File: config.mk
export PLATFORM = sky130hd
export DESIGN_NAME = biu_mux
export DESIGN_NICKNAME = d
export VERILOG_FILES = /design/src/source/biu_pkg.sv /design/src/source/biu_mux.sv
export SDC_FILE = /design/constraint.sdc
export NUM_CORES = 1
export LEC_CHECK = 0
export BUFFER_PORTS_ARGS = -buffer_cell sky130_fd_sc_hd__buf_2
export CORE_AREA = 3 3 165 167
export CTS_BUF_LIST = sky130_fd_sc_hd__clkbuf_8 sky130_fd_sc_hd__clkbuf_16
export DETAILED_ROUTE_END_ITERATION = 10
export DIE_AREA = 0 0 168 170
export MAX_ROUTING_LAYER = met4
export PLACE_DENSITY = 0.39
export SETUP_SLACK_MARGIN = 0.05
export SYNTH_ARGS = -nofsm -noshare
export SYNTH_HDL_FRONTEND = slang
export SYNTH_SLANG_ARGS = --single-unit
File: constraint.sdc
create_clock -name clk_i -period 1.7 [get_ports clk_i]
set_input_delay 0.17 -clock clk_i [delete_from_list [all_inputs] [get_ports clk_i]]
set_output_delay 0.17 -clock clk_i [all_outputs]
set_load 0.05 [all_outputs]
File: src/source/biu_pkg.sv
`default_nettype none
//////////////////////////////////////////////////
// biu package
// bus enums, master and APB structs, sizing
// constants and the burst length decode
//////////////////////////////////////////////////

package biu_pkg;

  // sizing
  localparam int ADDR_SIZE      = 32;
  localparam int DATA_SIZE      = 32;
  localparam int STRB_SIZE      = DATA_SIZE / 8;        // one strobe per byte lane
  localparam int LANE_BITS      = $clog2(STRB_SIZE);    // byte offset inside a word
  localparam int PORTS          = 2;
  localparam int PORT_BITS      = (PORTS > 1) ? $clog2(PORTS) : 1;
  localparam int BEAT_BITS      = 4;                    // up to 16 beats
  localparam int RAM_WORDS      = 256;                  // 1 KiB at byte address 0
  localparam int RAM_AW         = $clog2(RAM_WORDS);
  localparam int PROT_BASE_WORD = 192;                  // upper quarter is protected

  typedef enum logic [1:0] {BYTE, HWORD, WORD, DWORD} biu_size_t;

  typedef enum logic [2:0] {
    SINGLE, INCR, WRAP4, INCR4, WRAP8, INCR8, WRAP16, INCR16
  } biu_type_t;

  // bit order matches APB pprot
  typedef struct packed {
    logic instr;   // pprot[2], instruction fetch
    logic nonsec;  // pprot[1], non-secure
    logic priv;    // pprot[0], privileged
  } biu_prot_t;

  typedef struct packed {
    logic                 req;
    logic [ADDR_SIZE-1:0] adr;    // burst start address
    biu_size_t            size;
    biu_type_t            btype;
    biu_prot_t            prot;
    logic                 we;
    logic [DATA_SIZE-1:0] d;      // write data, current beat
  } biu_req_t;

  typedef struct packed {
    logic                 req_ack; // burst accepted
    logic                 d_ack;   // write data sampled
    logic [ADDR_SIZE-1:0] adro;    // beat address
    logic [DATA_SIZE-1:0] q;
    logic                 ack;     // one per beat
    logic                 err;
  } biu_rsp_t;

  typedef struct packed {
    logic                 psel;
    logic                 penable;
    logic [ADDR_SIZE-1:0] paddr;
    logic                 pwrite;
    logic [DATA_SIZE-1:0] pwdata;
    logic [STRB_SIZE-1:0] pstrb;
    biu_prot_t            pprot;
  } apb_req_t;

  typedef struct packed {
    logic                 pready;
    logic [DATA_SIZE-1:0] prdata;
    logic                 pslverr;
  } apb_rsp_t;

  // burst type to index of the last beat
  function automatic logic [BEAT_BITS-1:0] biu_last_beat(input biu_type_t btype);
    case (btype)
      WRAP4, INCR4:   return BEAT_BITS'(3);
      WRAP8, INCR8:   return BEAT_BITS'(7);
      WRAP16, INCR16: return BEAT_BITS'(15);
      default:        return BEAT_BITS'(0);   // SINGLE, INCR
    endcase
  endfunction

endpackage

`default_nettype wire

File: src/source/biu_mux.sv
`timescale 1ns/1ns
`default_nettype none
//////////////////////////////////////////////////
// biu mux
// fixed priority arbiter, port 0 wins
// owning port is held for the whole burst
//////////////////////////////////////////////////

module biu_mux (
  input  wire logic              clk_i,
  input  wire logic              rst_ni,

  // masters
  input  wire biu_pkg::biu_req_t mst_req_i [biu_pkg::PORTS],
  output biu_pkg::biu_rsp_t      mst_rsp_o [biu_pkg::PORTS],

  // shared channel to the bridge
  output biu_pkg::biu_req_t      biu_req_o,
  input  wire biu_pkg::biu_rsp_t biu_rsp_i
);

  import biu_pkg::*;

  typedef enum logic {ST_IDLE, ST_BUSY} state_t;

  state_t               state_q;
  logic                 any_req;     // some master wants the bus
  logic [PORT_BITS-1:0] sel_port;    // highest priority requester
  logic [PORT_BITS-1:0] own_port_q;  // port holding the burst
  logic [BEAT_BITS-1:0] beats_q;     // acks still to come, minus one

  //////////////////////////////////////////////////
  // arbitration

  // scan down so the lowest requesting port ends up selected
  always_comb
  begin
    any_req  = 1'b0;
    sel_port = '0;
    for (int n = PORTS - 1; n >= 0; n--)
    begin
      if (mst_req_i[n].req)
      begin
        any_req  = 1'b1;
        sel_port = PORT_BITS'(n);
      end
    end
  end

  always_ff @(posedge clk_i, negedge rst_ni)
  begin
    if (!rst_ni)
    begin
      state_q    <= ST_IDLE;
      own_port_q <= '0;
      beats_q    <= '0;
    end
    else
    begin
      case (state_q)
        ST_IDLE:
        begin
          if (biu_rsp_i.req_ack)  // burst taken, lock the owner
          begin
            state_q    <= ST_BUSY;
            own_port_q <= sel_port;
            beats_q    <= biu_last_beat(mst_req_i[sel_port].btype);
          end
        end

        ST_BUSY:
        begin
          if (biu_rsp_i.ack)
          begin
            if (beats_q == '0)
              state_q <= ST_IDLE;    // last beat seen
            else
              beats_q <= beats_q - 1'b1;
          end
        end

        default: state_q <= ST_IDLE;
      endcase
    end
  end

  //////////////////////////////////////////////////
  // request path

  always_comb
  begin
    if (state_q == ST_IDLE)
    begin
      biu_req_o     = mst_req_i[sel_port];
      biu_req_o.req = any_req;
    end
    else
    begin
      // descriptor already latched by the bridge, only data moves now
      biu_req_o   = '0;
      biu_req_o.d = mst_req_i[own_port_q].d;
    end
  end

  //////////////////////////////////////////////////
  // response steering

  always_comb
  begin
    for (int p = 0; p < PORTS; p++)
    begin
      mst_rsp_o[p]      = '0;
      mst_rsp_o[p].adro = biu_rsp_i.adro;   // broadcast
      mst_rsp_o[p].q    = biu_rsp_i.q;      // broadcast
      if (state_q == ST_IDLE && sel_port == PORT_BITS'(p))
        mst_rsp_o[p].req_ack = biu_rsp_i.req_ack;
      if (state_q == ST_BUSY && own_port_q == PORT_BITS'(p))
      begin
        mst_rsp_o[p].d_ack = biu_rsp_i.d_ack;
        mst_rsp_o[p].ack   = biu_rsp_i.ack;
        mst_rsp_o[p].err   = biu_rsp_i.err;
      end
    end
  end

endmodule

`default_nettype wire

[Yosys cells after proc, flatten, opt, wreduce, memory -nomap -nowiden]
Cells that the tools add are included.
Word-level totals
  output and inout bits: 210
  memories kept: 0
  bits in latches: 0
  bits of input ports: 218
  memory bits (writable): 0
  ROM bits: 0
  register bits: 6
Operators by class
  equal/unequal tests: 9
  bitwise logic cells: 5
  reductions and logical operators: 10
  mux-type cells: 25
  shifts and indexed selects: 0
  $mul: 0
  add/sub/neg operators: 1
  magnitude comparators: 2
  div/mod/pow operators: 0
Operators by type and width (count)
  2-to-1 mux 73 bit: 3
  2-to-1 mux 32 bit: 3
  2-to-1 mux 74 bit: 1
  equality test 3 bit (second input constant): 4
  2-to-1 mux 4 bit: 3
  one-hot mux 4 bit (3 select lines): 1
  2-to-1 mux 1 bit: 10
  one-hot mux 4 bit (2 select lines): 1
  equality test 3 x 2 -> 1 bit (second input constant): 2
  inequality test 2 bit (second input constant): 3
  OR reduction 2 bit: 3
  >= comparator 2 bit (second input constant): 2
  logical AND 1 bit: 4
  logical NOT 4 bit: 1
  2-to-1 mux 2 bit: 2
  NOT 1 -> 2 bit: 2
  subtractor 4 x 1 -> 4 bit (second input constant): 1
  NOT 1 bit: 3
  AND reduction 3 bit: 1
  one-hot mux 1 bit (2 select lines): 1
  AND reduction 2 bit: 1

[Longest topological paths before layout]
  depth after elaboration: 11
  gate-level depth with buffers: 5
  gate-level depth less buffers: 5

[Worst setup path after synthesis]
OpenSTA, ideal clock, no wires.
  kind: reg2out
  from: register state_q
  to: output port mst_rsp_o[69] (netlist bit)
  cell stages (with the launch flop): 5
  arrival: 1.886 ns
  setup slack: -0.356 ns
  cell sequence: dfrtp_1 -> buf_2 -> buf_2 -> inv_1 -> nor3_1
RTL lines
  start: declaration: line biu_mux.sv:26  | state_t state_q;
  start signal: assignment: line biu_mux.sv:54  | state_q <= ST_IDLE;
  start signal: assignment: line biu_mux.sv:65  | state_q <= ST_BUSY;
  start signal: assignment: line biu_mux.sv:76  | state_q <= ST_IDLE;
  end: declaration: line biu_mux.sv:15  | output biu_pkg::biu_rsp_t mst_rsp_o [biu_pkg::PORTS],

==> results.md <==
- CP Launch Type: flip-flop
- Die area: between 20000 and 30000 µm²
- Initial Utilization: 0.0872
- Wire length of the first global-routing pass: 17000 µm
- Share of cells above drive strength 1: 0.798
- Drt wl/cell: 17.1 µm
- FFs w/ async S/R, synth: 1.00
- Max-cap viol count: 0
- Register area: roughly 150 µm²
- Via count: around 2400
- R2R Path Start: state_q
- Post-DRT Antenna Nets: 0
- RR Endpoint: beats_q[1]
- Synthesis-stage register bit count: 6
- Vias in the first global route: between 2000 and 3000
- Largest net degree at the start of global routing: 22
- Avg Inst Size Synth: 8.28 µm²
- Total grt overflow: 0
- Rows: between 50 and 60
- Worst-margin pin slew: 323 ps
- Failing checks: setup timing
- Chip height: between 150 and 200 µm
- EDFF count, synth: 0
- Reg2Reg Depth: 4
- Commonest non-fill, non-tap cells in the layout: buf_2 (158), buf_6 (66), a22o_1 (29), mux2_2 (21), buf_4 (14)
- Root Driver: clkbuf_16
- Layout Utilization: 0.150
- Max_slew headroom: 0.783
- RSZ-0062 raised after global routing: yes
- Hold Startpoint: biu_rsp_i[67]
- Critical path arrival: 1730 ps
- I/O pins: roughly 430
- F_max: about 530 MHz
- Die width: between 150 and 200 µm
- Min cycle time layout: roughly 1900 ps
- Worst-path fanout max: 16
- Commonest non-fill, non-tap cell in the layout: buf_2
- Worst-Skew Late Latency: 230 ps
- Syn nets: between 400 and 500
- Cell Chain, Critical Path: nor3b_4 -> a21o_4 -> buf_12 -> mux2_2 -> buf_6
- GR Util All Layers: 0.0816
- Initial antenna violation count: 0
- TritonCTS buffer count: 3
- Distinct cell type count after synthesis: 35
- Cell Count, Final, Fillers Out: ~730
- Placed cell count: 716
- Final Wtd Congestion: about 0.74
- Worst stage delay on the critical path: a little over 400 ps
- Mapped Area: about 2300 µm²
- Detailed Place HPWL: just over 10000 µm
- Drt drc: 0
- Drt pass-1 iters: 4
- Worst hold path depth: 2
- Total core area: 25900 µm²
- Critical path endpoint category: output pin
- CP max-delay cell: dfrtp_1
- Power density over the cells: roughly 1200 nW/µm²
- Setup ws final: -195 ps
- TritonCTS clock tree: built
- Clk sinks: 6
- Final Hold Fails: 0
- Hold Path End: state_q
- Hold crit path type: in -> reg
- Final period utilization: 1.11
- Slew Viols, Final: 0
- Setup TNS: -5630 ps
- Clk buf depth: 2
- Leak Pwr: about 1.9 nW
- Status: finished, violations left
- Worst R2R Setup Slack: between 100 and 150 ps
- Setup violators final: 45
- Worst EP required: 1530 ps
- Final #Nets: ~610
- Mapped Cells: about 270
- Fill count: roughly 2900
- Area Overhead vs Synth: 72.3%
- Diodes inserted: 0
- Routed wire length: between 10000 and 15000 µm
- Post-synth top flop: dfrtp_1
- Clk_skew: just over 0.7 ps
- Hold WS: roughly 260 ps
- CTS clock-pin slew for the worst setup and hold paths: 30 ps
- Vias per cell: ~3.2
- Iter 0 DRT Violations: 79
- Peak supply drop: between 0.5 and 0.6 mV
- Synth warn: 0
- Buffers on Ports: 235
- Multi-input gate area: 1220 µm²
- Worst slack at placement: -49.0 ps
- Post-synthesis sequential area ratio: 0.0664
- Critical path type: reg -> out
- H-tree levels: 1
==> what timing repair did <==
item	4_1_cts	5_1_grt
setup buffers	4	0
hold endpoints to repair	6	0
cloned	3	0
pin swaps	6	2
resized for setup	134	40
hold buffers	1	0
setup endpoints to repair	76	78
==> critical path, delay by kind of cell, from the launching register on <==
kind	cells	cell delay (ps)
flip-flops	1	410
multiplexers	1	370
buffers and inverters	2	330
AO/OA/AOI/OAI	1	170
AND/OR/NAND/NOR	1	210
==> Yosys cell counts (all sizes together) (4+ instances only) <==
cell type / n / area (µm²)
a31oi: 4 / 25.0
mux2: 33 / 375
a21oi: 5 / 25.0
buf: 136 / 1030
a22o: 39 / 342
and2: 4 / 25.0
clkbuf: 5 / 18.8
dfrtp: 6 / 150
nor2: 5 / 18.8
inv: 5 / 18.8
==> area by class of cell <==
type,instances,share of cell area
clock buffer,3,0.0193
inverter,5,0.00482
multi-input combinational,121,0.312
sequential,6,0.0386
tap,335,0.108
timing repair buffer,257,0.517
==> power breakdown <==
part	internal, W	switching, W	leakage (nW)
Combinational	0.00163	0.00223	1.80
Sequential	0.000200	0.0000601	0.0691
Clock	0.000302	0.0000799	0.0370
==> stage by stage <==
stage / power (W) / cell area (µm²)
final: 0.00451 / 3890
after global routing: 0.00474 / 3890
after CTS: 0.00441 / 3730
after detailed placement: 0.00337 / 3090
after global placement: 0.00337 / 3090
after floorplan: 0.00330 / 2260
==> worst max path at each step <==
stage	depth (start not counted)	from	end	slack, ps
after floorplan	4	state_q	biu_req_o[21]	50
after global placement	5	state_q	biu_req_o[13]	-30
after detailed placement	5	state_q	biu_req_o[19]	-50
after CTS	5	state_q	biu_req_o[19]	-200
after global routing	5	state_q	biu_req_o[15]	-270
final	5	state_q	biu_req_o[15]	-200
==> per-layer routing <==
metal,vias to the layer above,part of all wire,GRT usage
met5,-,0,-
met4,0,0.0064,0.00889
met3,24,0.11,0.0323
met2,206,0.52,0.143
met1,1054,0.37,0.0906
li1,1076,-,-
==> state kept, by name (all words and copies together), names as in the netlist <==
register / cells
own_port_q: 1
state_q: 1
beats_q: 4
==> cells by family after synthesis <==
| logic type | Yosys count | share of synthesized area |
|---|---|---|
| adders and majority gates | 2 | 0.0111 |
| buffers and inverters | 146 | 0.471 |
| and+or+nand+nor | 31 | 0.0869 |
| muxes | 33 | 0.166 |
| DFF | 6 | 0.0664 |
| AOI/OAI and AO/OA | 55 | 0.199 |
Note: power is estimated with default switching activity, not from simulation.
