### src/source/biu_pkg.sv
`default_nettype none
//////////////////////////////////////////////////
// biu package
// bus enums, master and APB structs, sizing
// constants and the burst length decode
//////////////////////////////////////////////////

package biu_pkg;

  // sizing
  localparam int ADDR_SIZE      = 32;
  localparam int DATA_SIZE      = 32;
  localparam int STRB_SIZE      = DATA_SIZE / 8;        // one strobe per byte lane
  localparam int LANE_BITS      = $clog2(STRB_SIZE);    // byte offset inside a word
  localparam int PORTS          = 2;
  localparam int PORT_BITS      = (PORTS > 1) ? $clog2(PORTS) : 1;
  localparam int BEAT_BITS      = 4;                    // up to 16 beats
  localparam int RAM_WORDS      = 256;                  // 1 KiB at byte address 0
  localparam int RAM_AW         = $clog2(RAM_WORDS);
  localparam int PROT_BASE_WORD = 192;                  // upper quarter is protected

  typedef enum logic [1:0] {BYTE, HWORD, WORD, DWORD} biu_size_t;

  typedef enum logic [2:0] {
    SINGLE, INCR, WRAP4, INCR4, WRAP8, INCR8, WRAP16, INCR16
  } biu_type_t;

  // bit order matches APB pprot
  typedef struct packed {
    logic instr;   // pprot[2], instruction fetch
    logic nonsec;  // pprot[1], non-secure
    logic priv;    // pprot[0], privileged
  } biu_prot_t;

  typedef struct packed {
    logic                 req;
    logic [ADDR_SIZE-1:0] adr;    // burst start address
    biu_size_t            size;
    biu_type_t            btype;
    biu_prot_t            prot;
    logic                 we;
    logic [DATA_SIZE-1:0] d;      // write data, current beat
  } biu_req_t;

  typedef struct packed {
    logic                 req_ack; // burst accepted
    logic                 d_ack;   // write data sampled
    logic [ADDR_SIZE-1:0] adro;    // beat address
    logic [DATA_SIZE-1:0] q;
    logic                 ack;     // one per beat
    logic                 err;
  } biu_rsp_t;

  typedef struct packed {
    logic                 psel;
    logic                 penable;
    logic [ADDR_SIZE-1:0] paddr;
    logic                 pwrite;
    logic [DATA_SIZE-1:0] pwdata;
    logic [STRB_SIZE-1:0] pstrb;
    biu_prot_t            pprot;
  } apb_req_t;

  typedef struct packed {
    logic                 pready;
    logic [DATA_SIZE-1:0] prdata;
    logic                 pslverr;
  } apb_rsp_t;

  // burst type to index of the last beat
  function automatic logic [BEAT_BITS-1:0] biu_last_beat(input biu_type_t btype);
    case (btype)
      WRAP4, INCR4:   return BEAT_BITS'(3);
      WRAP8, INCR8:   return BEAT_BITS'(7);
      WRAP16, INCR16: return BEAT_BITS'(15);
      default:        return BEAT_BITS'(0);   // SINGLE, INCR
    endcase
  endfunction

endpackage

`default_nettype wire

### src/source/biu_apb_bridge.sv
`timescale 1ns/1ns
`default_nettype none
//////////////////////////////////////////////////
// biu to apb bridge
// splits a biu burst into single apb transfers
// beat address generation and byte strobes
//////////////////////////////////////////////////

module biu_apb_bridge (
  input  wire logic              clk_i,
  input  wire logic              rst_ni,

  input  wire biu_pkg::biu_req_t biu_req_i,
  output biu_pkg::biu_rsp_t      biu_rsp_o,

  output biu_pkg::apb_req_t      apb_req_o,
  input  wire biu_pkg::apb_rsp_t apb_rsp_i
);

  import biu_pkg::*;

  typedef enum logic [1:0] {ST_IDLE, ST_SETUP, ST_ACCESS} state_t;

  state_t               state_q;
  logic [BEAT_BITS-1:0] beats_q;    // beats left, minus one
  logic [ADDR_SIZE-1:0] addr_q;     // current beat address
  biu_size_t            size_q;
  biu_type_t            btype_q;
  biu_prot_t            prot_q;
  logic                 we_q;
  logic                 bad_q;      // refused burst, no apb traffic
  logic [DATA_SIZE-1:0] wdata_q;    // beat data held through ACCESS
  logic [ADDR_SIZE-1:0] next_addr;
  logic                 beat_done;

  //////////////////////////////////////////////////
  // helpers

  function automatic logic [ADDR_SIZE-1:0] size2step(input biu_size_t size);
    return ADDR_SIZE'(1) << size;  // bytes per beat
  endfunction

  function automatic logic is_wrap(input biu_type_t btype);
    return (btype == WRAP4) || (btype == WRAP8) || (btype == WRAP16);
  endfunction

  // wrapping bursts stay in the block of beats*step bytes
  function automatic logic [ADDR_SIZE-1:0] beat_addr_next(
    input logic [ADDR_SIZE-1:0] addr,
    input biu_size_t            size,
    input biu_type_t            btype
  );
    logic [ADDR_SIZE-1:0] step;
    logic [ADDR_SIZE-1:0] mask;
    step = size2step(size);
    mask = ((ADDR_SIZE'(biu_last_beat(btype)) + 1'b1) << size) - 1'b1;
    if (is_wrap(btype))
      return (addr & ~mask) | ((addr + step) & mask);
    return addr + step;
  endfunction

  // DWORD does not fit the 32 bit bus
  function automatic logic refused(
    input biu_size_t            size,
    input logic [ADDR_SIZE-1:0] addr
  );
    return (size == DWORD) || ((addr & (size2step(size) - 1'b1)) != '0);
  endfunction

  function automatic logic [STRB_SIZE-1:0] size2strb(
    input biu_size_t            size,
    input logic [LANE_BITS-1:0] lane
  );
    case (size)
      BYTE:    return STRB_SIZE'(1) << lane;
      HWORD:   return STRB_SIZE'(3) << {lane[LANE_BITS-1:1], 1'b0};
      WORD:    return '1;
      default: return '0;   // never reaches the bus
    endcase
  endfunction

  //////////////////////////////////////////////////
  // sequencer

  assign beat_done = (state_q == ST_ACCESS) && (bad_q || apb_rsp_i.pready);
  assign next_addr = beat_addr_next(addr_q, size_q, btype_q);

  always_ff @(posedge clk_i, negedge rst_ni)
  begin
    if (!rst_ni)
    begin
      state_q <= ST_IDLE;
      beats_q <= '0;
    end
    else
    begin
      case (state_q)
        ST_IDLE:
        begin
          if (biu_req_i.req)
          begin
            state_q <= ST_SETUP;
            beats_q <= biu_last_beat(biu_req_i.btype);
          end
        end
        ST_SETUP:  state_q <= ST_ACCESS;
        ST_ACCESS:
        begin
          if (beat_done)
          begin
            if (beats_q == '0)
              state_q <= ST_IDLE;
            else
            begin
              state_q <= ST_SETUP;   // next beat
              beats_q <= beats_q - 1'b1;
            end
          end
        end
        default: state_q <= ST_IDLE;
      endcase
    end
  end

  // burst descriptor, latched on acceptance
  always_ff @(posedge clk_i)
  begin
    if (state_q == ST_IDLE && biu_req_i.req)
    begin
      addr_q  <= biu_req_i.adr;
      size_q  <= biu_req_i.size;
      btype_q <= biu_req_i.btype;
      prot_q  <= biu_req_i.prot;
      we_q    <= biu_req_i.we;
      bad_q   <= refused(biu_req_i.size, biu_req_i.adr);
    end
    else if (beat_done)
      addr_q <= next_addr;
    if (state_q == ST_SETUP)
      wdata_q <= biu_req_i.d;  // master moves on after d_ack
  end

  //////////////////////////////////////////////////
  // outputs

  always_comb
  begin
    apb_req_o.psel    = (state_q == ST_SETUP || state_q == ST_ACCESS) && !bad_q;
    apb_req_o.penable = (state_q == ST_ACCESS) && !bad_q;
    apb_req_o.paddr   = addr_q;
    apb_req_o.pwrite  = we_q;
    apb_req_o.pwdata  = (state_q == ST_SETUP) ? biu_req_i.d : wdata_q;
    apb_req_o.pstrb   = we_q ? size2strb(size_q, addr_q[LANE_BITS-1:0]) : '0;
    apb_req_o.pprot   = prot_q;

    biu_rsp_o.req_ack = (state_q == ST_IDLE) && biu_req_i.req;
    biu_rsp_o.d_ack   = (state_q == ST_SETUP) && we_q;
    biu_rsp_o.adro    = addr_q;
    biu_rsp_o.q       = apb_rsp_i.prdata;
    biu_rsp_o.ack     = beat_done;
    biu_rsp_o.err     = beat_done && (bad_q || apb_rsp_i.pslverr);
  end

endmodule

`default_nettype wire

### config.mk
export PLATFORM = sky130hd
export DESIGN_NAME = biu_apb_bridge
export DESIGN_NICKNAME = d
export VERILOG_FILES = /design/src/source/biu_pkg.sv /design/src/source/biu_apb_bridge.sv
export SDC_FILE = /design/constraint.sdc
export NUM_CORES = 1
export LEC_CHECK = 0
export BUFFER_PORTS_ARGS = -buffer_cell sky130_fd_sc_hd__buf_2
export CAP_MARGIN = 0
export CELL_PAD_IN_SITES_DETAIL_PLACEMENT = 2
export CELL_PAD_IN_SITES_GLOBAL_PLACEMENT = 2
export CORE_ASPECT_RATIO = 2
export CORE_MARGIN = 1
export CORE_UTILIZATION = 28
export DETAILED_ROUTE_END_ITERATION = 16
export GPL_ROUTABILITY_DRIVEN = 0
export HOLD_SLACK_MARGIN = 0.15
export PLACE_DENSITY_LB_ADDON = 0.1
export SLEW_MARGIN = 20
export SYNTH_ARGS = -nofsm -noshare
export SYNTH_HDL_FRONTEND = slang
export SYNTH_SLANG_ARGS = --single-unit
export TNS_END_PERCENT = 100
### constraint.sdc
create_clock -name clk_i -period 4.3 [get_ports clk_i]
set_input_delay 0.86 -clock clk_i [delete_from_list [all_inputs] [get_ports clk_i]]
set_output_delay 0.86 -clock clk_i [all_outputs]
set_load 0.02 [all_outputs]
# == Yosys cells after proc, flatten, opt, wreduce, memory -nomap -nowiden ==
# Index checks and enable logic that the tools add are counted.
# totals
register_bits,80
latch_bits,0
mem_bits_rw,0
mem_bits_ro,0
inputBits,110
out_inout_bits,142
word_cells,91
mem_count,0
# op_classes
add_sub_neg,5
multipliers,0
n_div,0
order_cmp,0
n_eq_ne,20
shift,5
muxes,18
bitwise_logic,5
reduce_logical,27
# ops
op,n
32-bit two-way mux,5
32-bit AND,3
"1-bit by 2-bit left shift with 32-bit output, first input constant",2
"32-bit by 1-bit subtractor with 32-bit output, second input constant",2
4-bit case mux with 3 select lines,3
32-bit adder,1
32-bit NOT,1
32-bit OR,1
32-bit nonzero test,1
5-bit by 2-bit left shift with 32-bit output,1
"3-bit == test, second input constant",8
4-bit two-way mux,4
"3-bit by 2-bit == test with 1-bit output, second input constant",4
2-bit OR reduction,6
4-bit case mux with 2 select lines,1
"2-bit == test, second input constant",3
1-bit logical AND,6
1-bit logical OR,6
"2-bit inequality test, second input constant",3
2-bit case mux with 3 select lines,1
"4-bit by 1-bit adder with 5-bit output, second input constant",1
"2-bit by 1-bit == test with 1-bit output, second input constant",2
2-bit logical NOT,2
4-bit logical NOT,1
9 further kinds,12

# == Logic depth before layout (Yosys ltp) ==
# Gate-level depths: netlist (run 1).
# logic_depth
depth_word,13
mapped_depth,11
depth_no_buf,9

# == Worst setup path before layout (run 1) ==
# No wires, ideal clock.
# synth_timing
path_kind,register to register
from,reg size_q[0]
to,reg with a tool-made name
setup_time_ns,0.256
arrival_ns,2.390
required_time_ns,4.044
path_slack_ns,1.654
path_stages_with_launch,12
path_buffers,2
period_less_slack_ns,2.646
cell_sequence,edfxtp_1 clkbuf_1 clkbuf_1 nor2_1 ha_1 inv_1 fa_1 nand2b_1 a21oi_1 nand3_1 xnor2_1 a22o_1
# synth_rtl
item,line_no,rtl
from (decl),biu_apb_bridge.sv:27,biu_size_t size_q;
from (signal assigned),biu_apb_bridge.sv:131,size_q <= biu_req_i.size;

==> results.ini, run 1 <==
[critical_path]
path_cells = inv_1 -> buf_4 -> nand2_1 -> inv_1 -> ha_1 -> nand2_1 -> o21ai_0 -> and2_1 -> buf_2
rrSetupSlack_ns = 1.20
path_class = reg2out
crit_fanout = 13
crit_path_top_delay_cell = edfxtp_1
cp-start-kind = register
r2r_cells = 9
cp.arrival_ns = 2.28
required_ns = 3.44
cp-startpoint = size_q[1]
end_kind = primary output
r2r_start = size_q[0]
max_stage_delay_ns = 0.61

[power_and_ir_drop]
ir_drop_uv = 421
power_density_nw_per_um2 = 820
leakagePower_nw = 2.52

[place]
post-dp-hpwl_microns = 13600
numPortBuffers = 187

[sta]
rsz0062_at_grt = false
max_slew.worst_pin.slew_ns = 1.10
timing.final.crit_share_pct = 73.0
max_freq_ghz = 0.318
period_needed_ns = 3.14
clock_skew_ns = 0.00891
setup_tns_ns = 0
slew-limit-headroom_pct = 26.6
hold_viol_final = 0
final-setup-viol-count = 0
finalMaxSlewViolations = 0

[final_layout]
area_delta_synth_final_pct = 19.2
multi_input_area_sq_um = 2190
final_layout_size_suffix_gt1_share_pct = 40.7
fin_util_pct = 34.0
antennaDiodeCount = 0
fin_nets = 747
fillerInstances = 2018
register_area_sq_um = 2050

[routing]
first_iter_violations = 73
drc_errors = 0
first_pass_iters = 4
num_vias = 4277
wl_microns = 16900
viasPerCell = 5.11
antenna_left = 0
post_drt_wl_per_cell_microns = 20.2

[clocking]
cts_buffer_depth = 2
cts_resized = 0
cts_num_sinks = 80
clk_latency_ns = 0.35
cts_setup_buffers = 0
cts-buffers-inserted = 9
root_buffer = clkbuf_16
h-tree-depth = 3
clkSlewWorstSetupHoldPaths_ns = 0.07
cts_tree = built
ctsHoldBuffers = 0

[synth]
synth_edf_count = 42
seq_area_frac_synth_pct = 41.8
synth_nets = 629
synth.avg_cell_area_sq_um = 9.73
synthCells = 504
netlist.area_leader.share_pct = 25.7
ys_seq_elements = 80
syn_area_sq_um = 4900
yosysUniqueCellTypes = 58
async_reset_ff_share_pct = 7.50
synth_area_leaders = edfxtp_1 (26%), dfxtp_1 (13%), buf_4 (10%)
synth_flop_cell = edfxtp_1
yosys_warnings = 0
yosysTopAreaCell = edfxtp_1

[die]
start_util_pct = 28.5
die_x_microns = 95.6
core_sq_um = 17200
die_height_microns = 189
rows = 68
dieArea_sq_um = 18100
ios = 252

[global_routing]
grt_usage_pct = 19.1
globalRouteOverflowTotal = 0
antenna_found_initial = 0
grt_pass1_vias = 4618
grt_start_max_net_pins = 35
grt_pass1_wl_microns = 25500

[flow_run]
maxCapViolations = 0

[status]
outcome = finished, final reports clean

[worst_hold_path]
hp-class = in2async

==> final cells by class <==
type	count	area share (%)
flip-flops and latches	80	35.1
clock inverters	5	0.599
clock buffers	11	4.34
inverters	18	1.16
multi-input cells	320	37.5
repair buffers	193	16.8
well taps	210	4.49
==> metrics by stage <==
| stage | area, sq um | setup WS, ns | power (mW) | cells | hold slack, ns |
|---|---|---|---|---|---|
| CTS | 5850 | 1.12 | 4.88 | 837 | 0.337 |
| detailed placement | 5560 | 1.08 | 4.09 | 821 | 0.458 |
| finish | 5850 | 1.16 | 4.79 | 837 | 0.340 |
| floorplan | 4900 | 1.65 | 3.36 | 504 | 0.473 |
| global route | 5850 | 0.945 | 5.10 | 837 | 0.347 |
| global placement | 5560 | 1.15 | 4.00 | 821 | 0.452 |
==> per-layer routing <==
metal,vias to the layer above,track usage [%],routed length [microns]
met4,0,8.55,516
met1,2125,17.0,5470
met3,30,3.78,827
met2,166,38.7,10100
met5,-,0,0
li1,1956,-,-
==> cell usage after synthesis, drive strengths merged (5+ instances only) <==
cell      n
nor4      6
xnor2    10
clkbuf   12
dfxtp    32
ha       14
o2111ai  10
nor2b     7
edfxtp   42
dfrtp     6
nand2    49
nand4    10
and3      7
and2      6
nor2     30
nand2b    5
inv      18
o21ai    34
xor2     20
mux2     32
nor3      8
nand3    10
buf      74
a21oi    20
==> kinds of logic (layout without fill, tap and decap cells) <==
family	count (synthesis)	after routing	synth area share, %
and+or+nand+nor	145	145	14.5
buffers and inverters	104	227	13.4
AOI/OAI and AO/OA	97	97	13.4
DFF	80	80	41.8
muxes	33	33	7.55
xor gates and xnor gates	30	30	5.36
adders and majority gates	15	15	3.98
==> how the worst max path moves through the flow <==
stage          depth (start not counted)  slack [ns]            to
2_1_floorplan                         11        1.65      register
3_3_place_gp                           5        1.15      register
3_5_place_dp                           5        1.08      register
4_1_cts                                9        1.12  apb_req_o[6]
5_1_grt                                9        0.94      register
6_report                               9        1.16  apb_req_o[6]
==> cells in the final DEF (no fill, tap or decap), drive strengths merged, types with 3 or more instances in the layout <==
| cell type | Yosys | layout |
|---|---|---|
| buf | 74 | 193 |
| nand2 | 49 | 49 |
| edfxtp | 42 | 42 |
| o21ai | 34 | 34 |
| mux2 | 32 | 32 |
| dfxtp | 32 | 32 |
| nor2 | 30 | 30 |
| inv | 18 | 22 |
| xor2 | 20 | 20 |
| a21oi | 20 | 20 |
| ha | 14 | 14 |
| clkbuf | 12 | 11 |
| xnor2 | 10 | 10 |
| o2111ai | 10 | 10 |
| nand4 | 10 | 10 |
| nand3 | 10 | 10 |
| nor3 | 8 | 8 |
| nor2b | 7 | 7 |
| and3 | 7 | 7 |
| and2 | 6 | 6 |
| dfrtp | 6 | 6 |
| nor4 | 6 | 6 |
| nand2b | 5 | 5 |
| a21o | 4 | 4 |
| o31ai | 4 | 4 |
| a211oi | 4 | 4 |
| o31a | 3 | 3 |
| a221oi | 3 | 3 |
==> report_power, final <==
group / switching [mW] / total [mW] / internal (mW) / leakage (nW)
clock: 0.341 / 0.772 / 0.431 / 0.146
combinational: 1.58 / 2.47 / 0.883 / 1.64
sequential: 0.317 / 1.56 / 1.24 / 0.738
total: 2.24 / 4.79 / 2.55 / 2.52
==> worst max-delay path, delay by kind of cell (launching register included) <==
kind,cells,cell delay [ns]
flops,1,0.61
buf+inv,4,0.51
simple gates,3,0.43
fa+ha+maj,1,0.25
compound gates,1,0.12
Power figures use the tool's default switching activity.
==> run 2: changes to the inputs <==
--- a/config.mk
+++ b/config.mk
@@ -11,7 +11,7 @@
 export CELL_PAD_IN_SITES_GLOBAL_PLACEMENT = 2
 export CORE_ASPECT_RATIO = 2
 export CORE_MARGIN = 1
-export CORE_UTILIZATION = 28
+export CORE_UTILIZATION = 23
 export DETAILED_ROUTE_END_ITERATION = 16
 export GPL_ROUTABILITY_DRIVEN = 0
 export HOLD_SLACK_MARGIN = 0.15
==> constraint.sdc (replaced) <==
create_clock -name clk_i -period 2.7 [get_ports clk_i]
set_input_delay 0.54 -clock clk_i [delete_from_list [all_inputs] [get_ports clk_i]]
set_output_delay 0.54 -clock clk_i [all_outputs]
set_load 0.02 [all_outputs]
==> run 2 against run 1 <==
  * Routed wire length rose by 7.1%
  * Largest cell class unchanged
  * Critical endpoint is now apb_req_o[19]
  * Clock skew shrank 0.0022 ns
  * Final cell count rose by 10%
  * Highest routed layer unchanged
  * Critical path depth decreased by 4
  * Flip-flop and latch count unchanged
  * Largest power group unchanged
  * Setup slack worse by 0.96 ns
==> results.ini, run 2 (synthesis gave the netlist of run 1 again) <==
[final_layout]
fin_nets = 774
final_layout_size_suffix_gt1_share_pct = 43.0
fin_area_sq_um = 6200
fillerInstances = 2382
antennaDiodeCount = 0
fin_util_pct = 29.6
layout_commonest_cell = buf_2
final_cell_mix = buf_2 (187), nand2_1 (49), edfxtp_1 (42)
area_delta_synth_final_pct = 26.4

[power_and_ir_drop]
internal_power_mw = 4.42
power_frac_comb_pct = 52.8
share_seq_of_total_power_pct = 29.6
swShare_pct = 45.2
leakagePower_nw = 2.68
netSwitchingPower_mw = 3.65
power_density_nw_per_um2 = 1300
power_frac_clock_pct = 17.6
ir_drop_uv = 467

[critical_path]
end_kind = primary output
crit_fanout = 34
path_class = reg2out
cp.arrival_ns = 1.97
cp-startpoint = state_q[1]
cp-start-kind = register
required_ns = 2.16
r2r_start = size_q[1]

[clocking]
clkSlewWorstSetupHoldPaths_ns = 0.07
cts_tree = built
root_buffer = clkbuf_16
h-tree-depth = 3
cts_buffer_depth = 2
cts_num_sinks = 80
clk_latency_ns = 0.35
cts-buffers-inserted = 9
cts_resized = 0

[die]
rows = 75
start_util_pct = 23.4
die_x_microns = 105
core_sq_um = 20900
ios = 252
dieArea_sq_um = 21900
die_height_microns = 209

[routing]
first_pass_iters = 4
antenna_left = 0
num_vias = 4321
drc_errors = 0
wl_microns = 18100
viasPerCell = 4.68
first_iter_violations = 83
post_drt_wl_per_cell_microns = 19.6

[global_routing]
grt_start_max_net_pins = 49
antenna_found_initial = 0
globalRouteOverflowTotal = 0
met2_usage_pct = 35.2
grt_pass1_wl_microns = 27900
grt_pass1_vias = 4825
busiest_layer = met2
grt_util_met3_pct = 3.70
grt_usage_pct = 17.1
grt_use_met1_pct = 14.9

[place]
post-dp-hpwl_microns = 14700
numPortBuffers = 187
post_dp_cell_area_sq_um = 5840
place_ws_ns = 0.165

[sta]
max_slew.worst_pin.slew_ns = 0.884
max_freq_ghz = 0.399
finalMaxSlewViolations = 0
hold_viol_final = 0
final-setup-viol-count = 0
timing.final.crit_share_pct = 92.8
period_needed_ns = 2.51
clock_skew_ns = 0.00669
fin_ws_ns = 0.195
slew-limit-headroom_pct = 40.8

[flow_run]
maxCapViolations = 0

[worst_hold_path]
holdCritStartpoint = biu_req_i[35]
hp-class = in2reg

[status]
outcome = finished, final reports clean

run 2: cell count changes in the layout (fill, tap and decap cells not counted), moves of 2 or more:
cell	before	now
clkinv_1	0	2
bufinv_16	0	2
buf_4	6	30
buf_12	0	2
run 2: worst paths after layout:
path,endpoint,slack [ns],depth (start not counted)
max,apb_req_o[19],0.19,5
min,apb_req_o[2],0.36,1
max reg2reg,register,0.25,10
min reg2reg,wdata_q[20],0.47,1
max in group asynchronous,beats_q[2],1.97,2
min in group asynchronous,beats_q[0],0.57,2
run 2: timing repair:
item                                    in CTS  in global routing
hold buffers                                 1                  0
setup buffers                                0                  2
endpoints found under the setup margin       0                  9
endpoints found under the hold margin        6                  0
run 2: power by group through the flow:
| stage | registers (mW) | logic (mW) | clock network [mW] |
|---|---|---|---|
| after floorplan | 2.55 | 2.79 | 0 |
| after global placement | 2.41 | 4.24 | 0 |
| after detailed placement | 2.44 | 4.33 | 0 |
| after CTS | 2.42 | 4.36 | 1.47 |
| after global routing | 2.47 | 4.64 | 1.52 |
| final | 2.39 | 4.26 | 1.42 |
run 2: layout make-up:
cell class,instances,area (sq um),share of cell area (%)
clock buffer,10,250,4.04
timing repair buffer,220,1210,19.5
tap,269,337,5.43
multi-input combinational,320,2190,35.4
inverter,18,67.6,1.09
clock inverter,6,87.6,1.41
sequential,80,2050,33.1
run 2: per-layer routing:
metal  up-vias  wire length (microns)
li1       2006                      -
met1      2122                   5760
met2       168                  10800
met3        25                    846
met4         0                    690
met5         -                      0
run 2: metrics by stage:
step                power (mW)  std cells  hold WS, ns  TNS, ns
floorplan                 5.35        504        0.244        0
global placement          6.65        904        0.388        0
detailed placement        6.77        904        0.389        0
CTS                       8.25        921        0.349        0
global route              8.62        923        0.353  -0.0144
finish                    8.06        923        0.363        0
run 2: worst max-delay path, cell delays in order (launching register included):
cell,delay [ns]
dfrtp_1,0.41
inv_1,0.10
ha_1,0.15
buf_4,0.37
mux2_2,0.40
buf_2,0.16
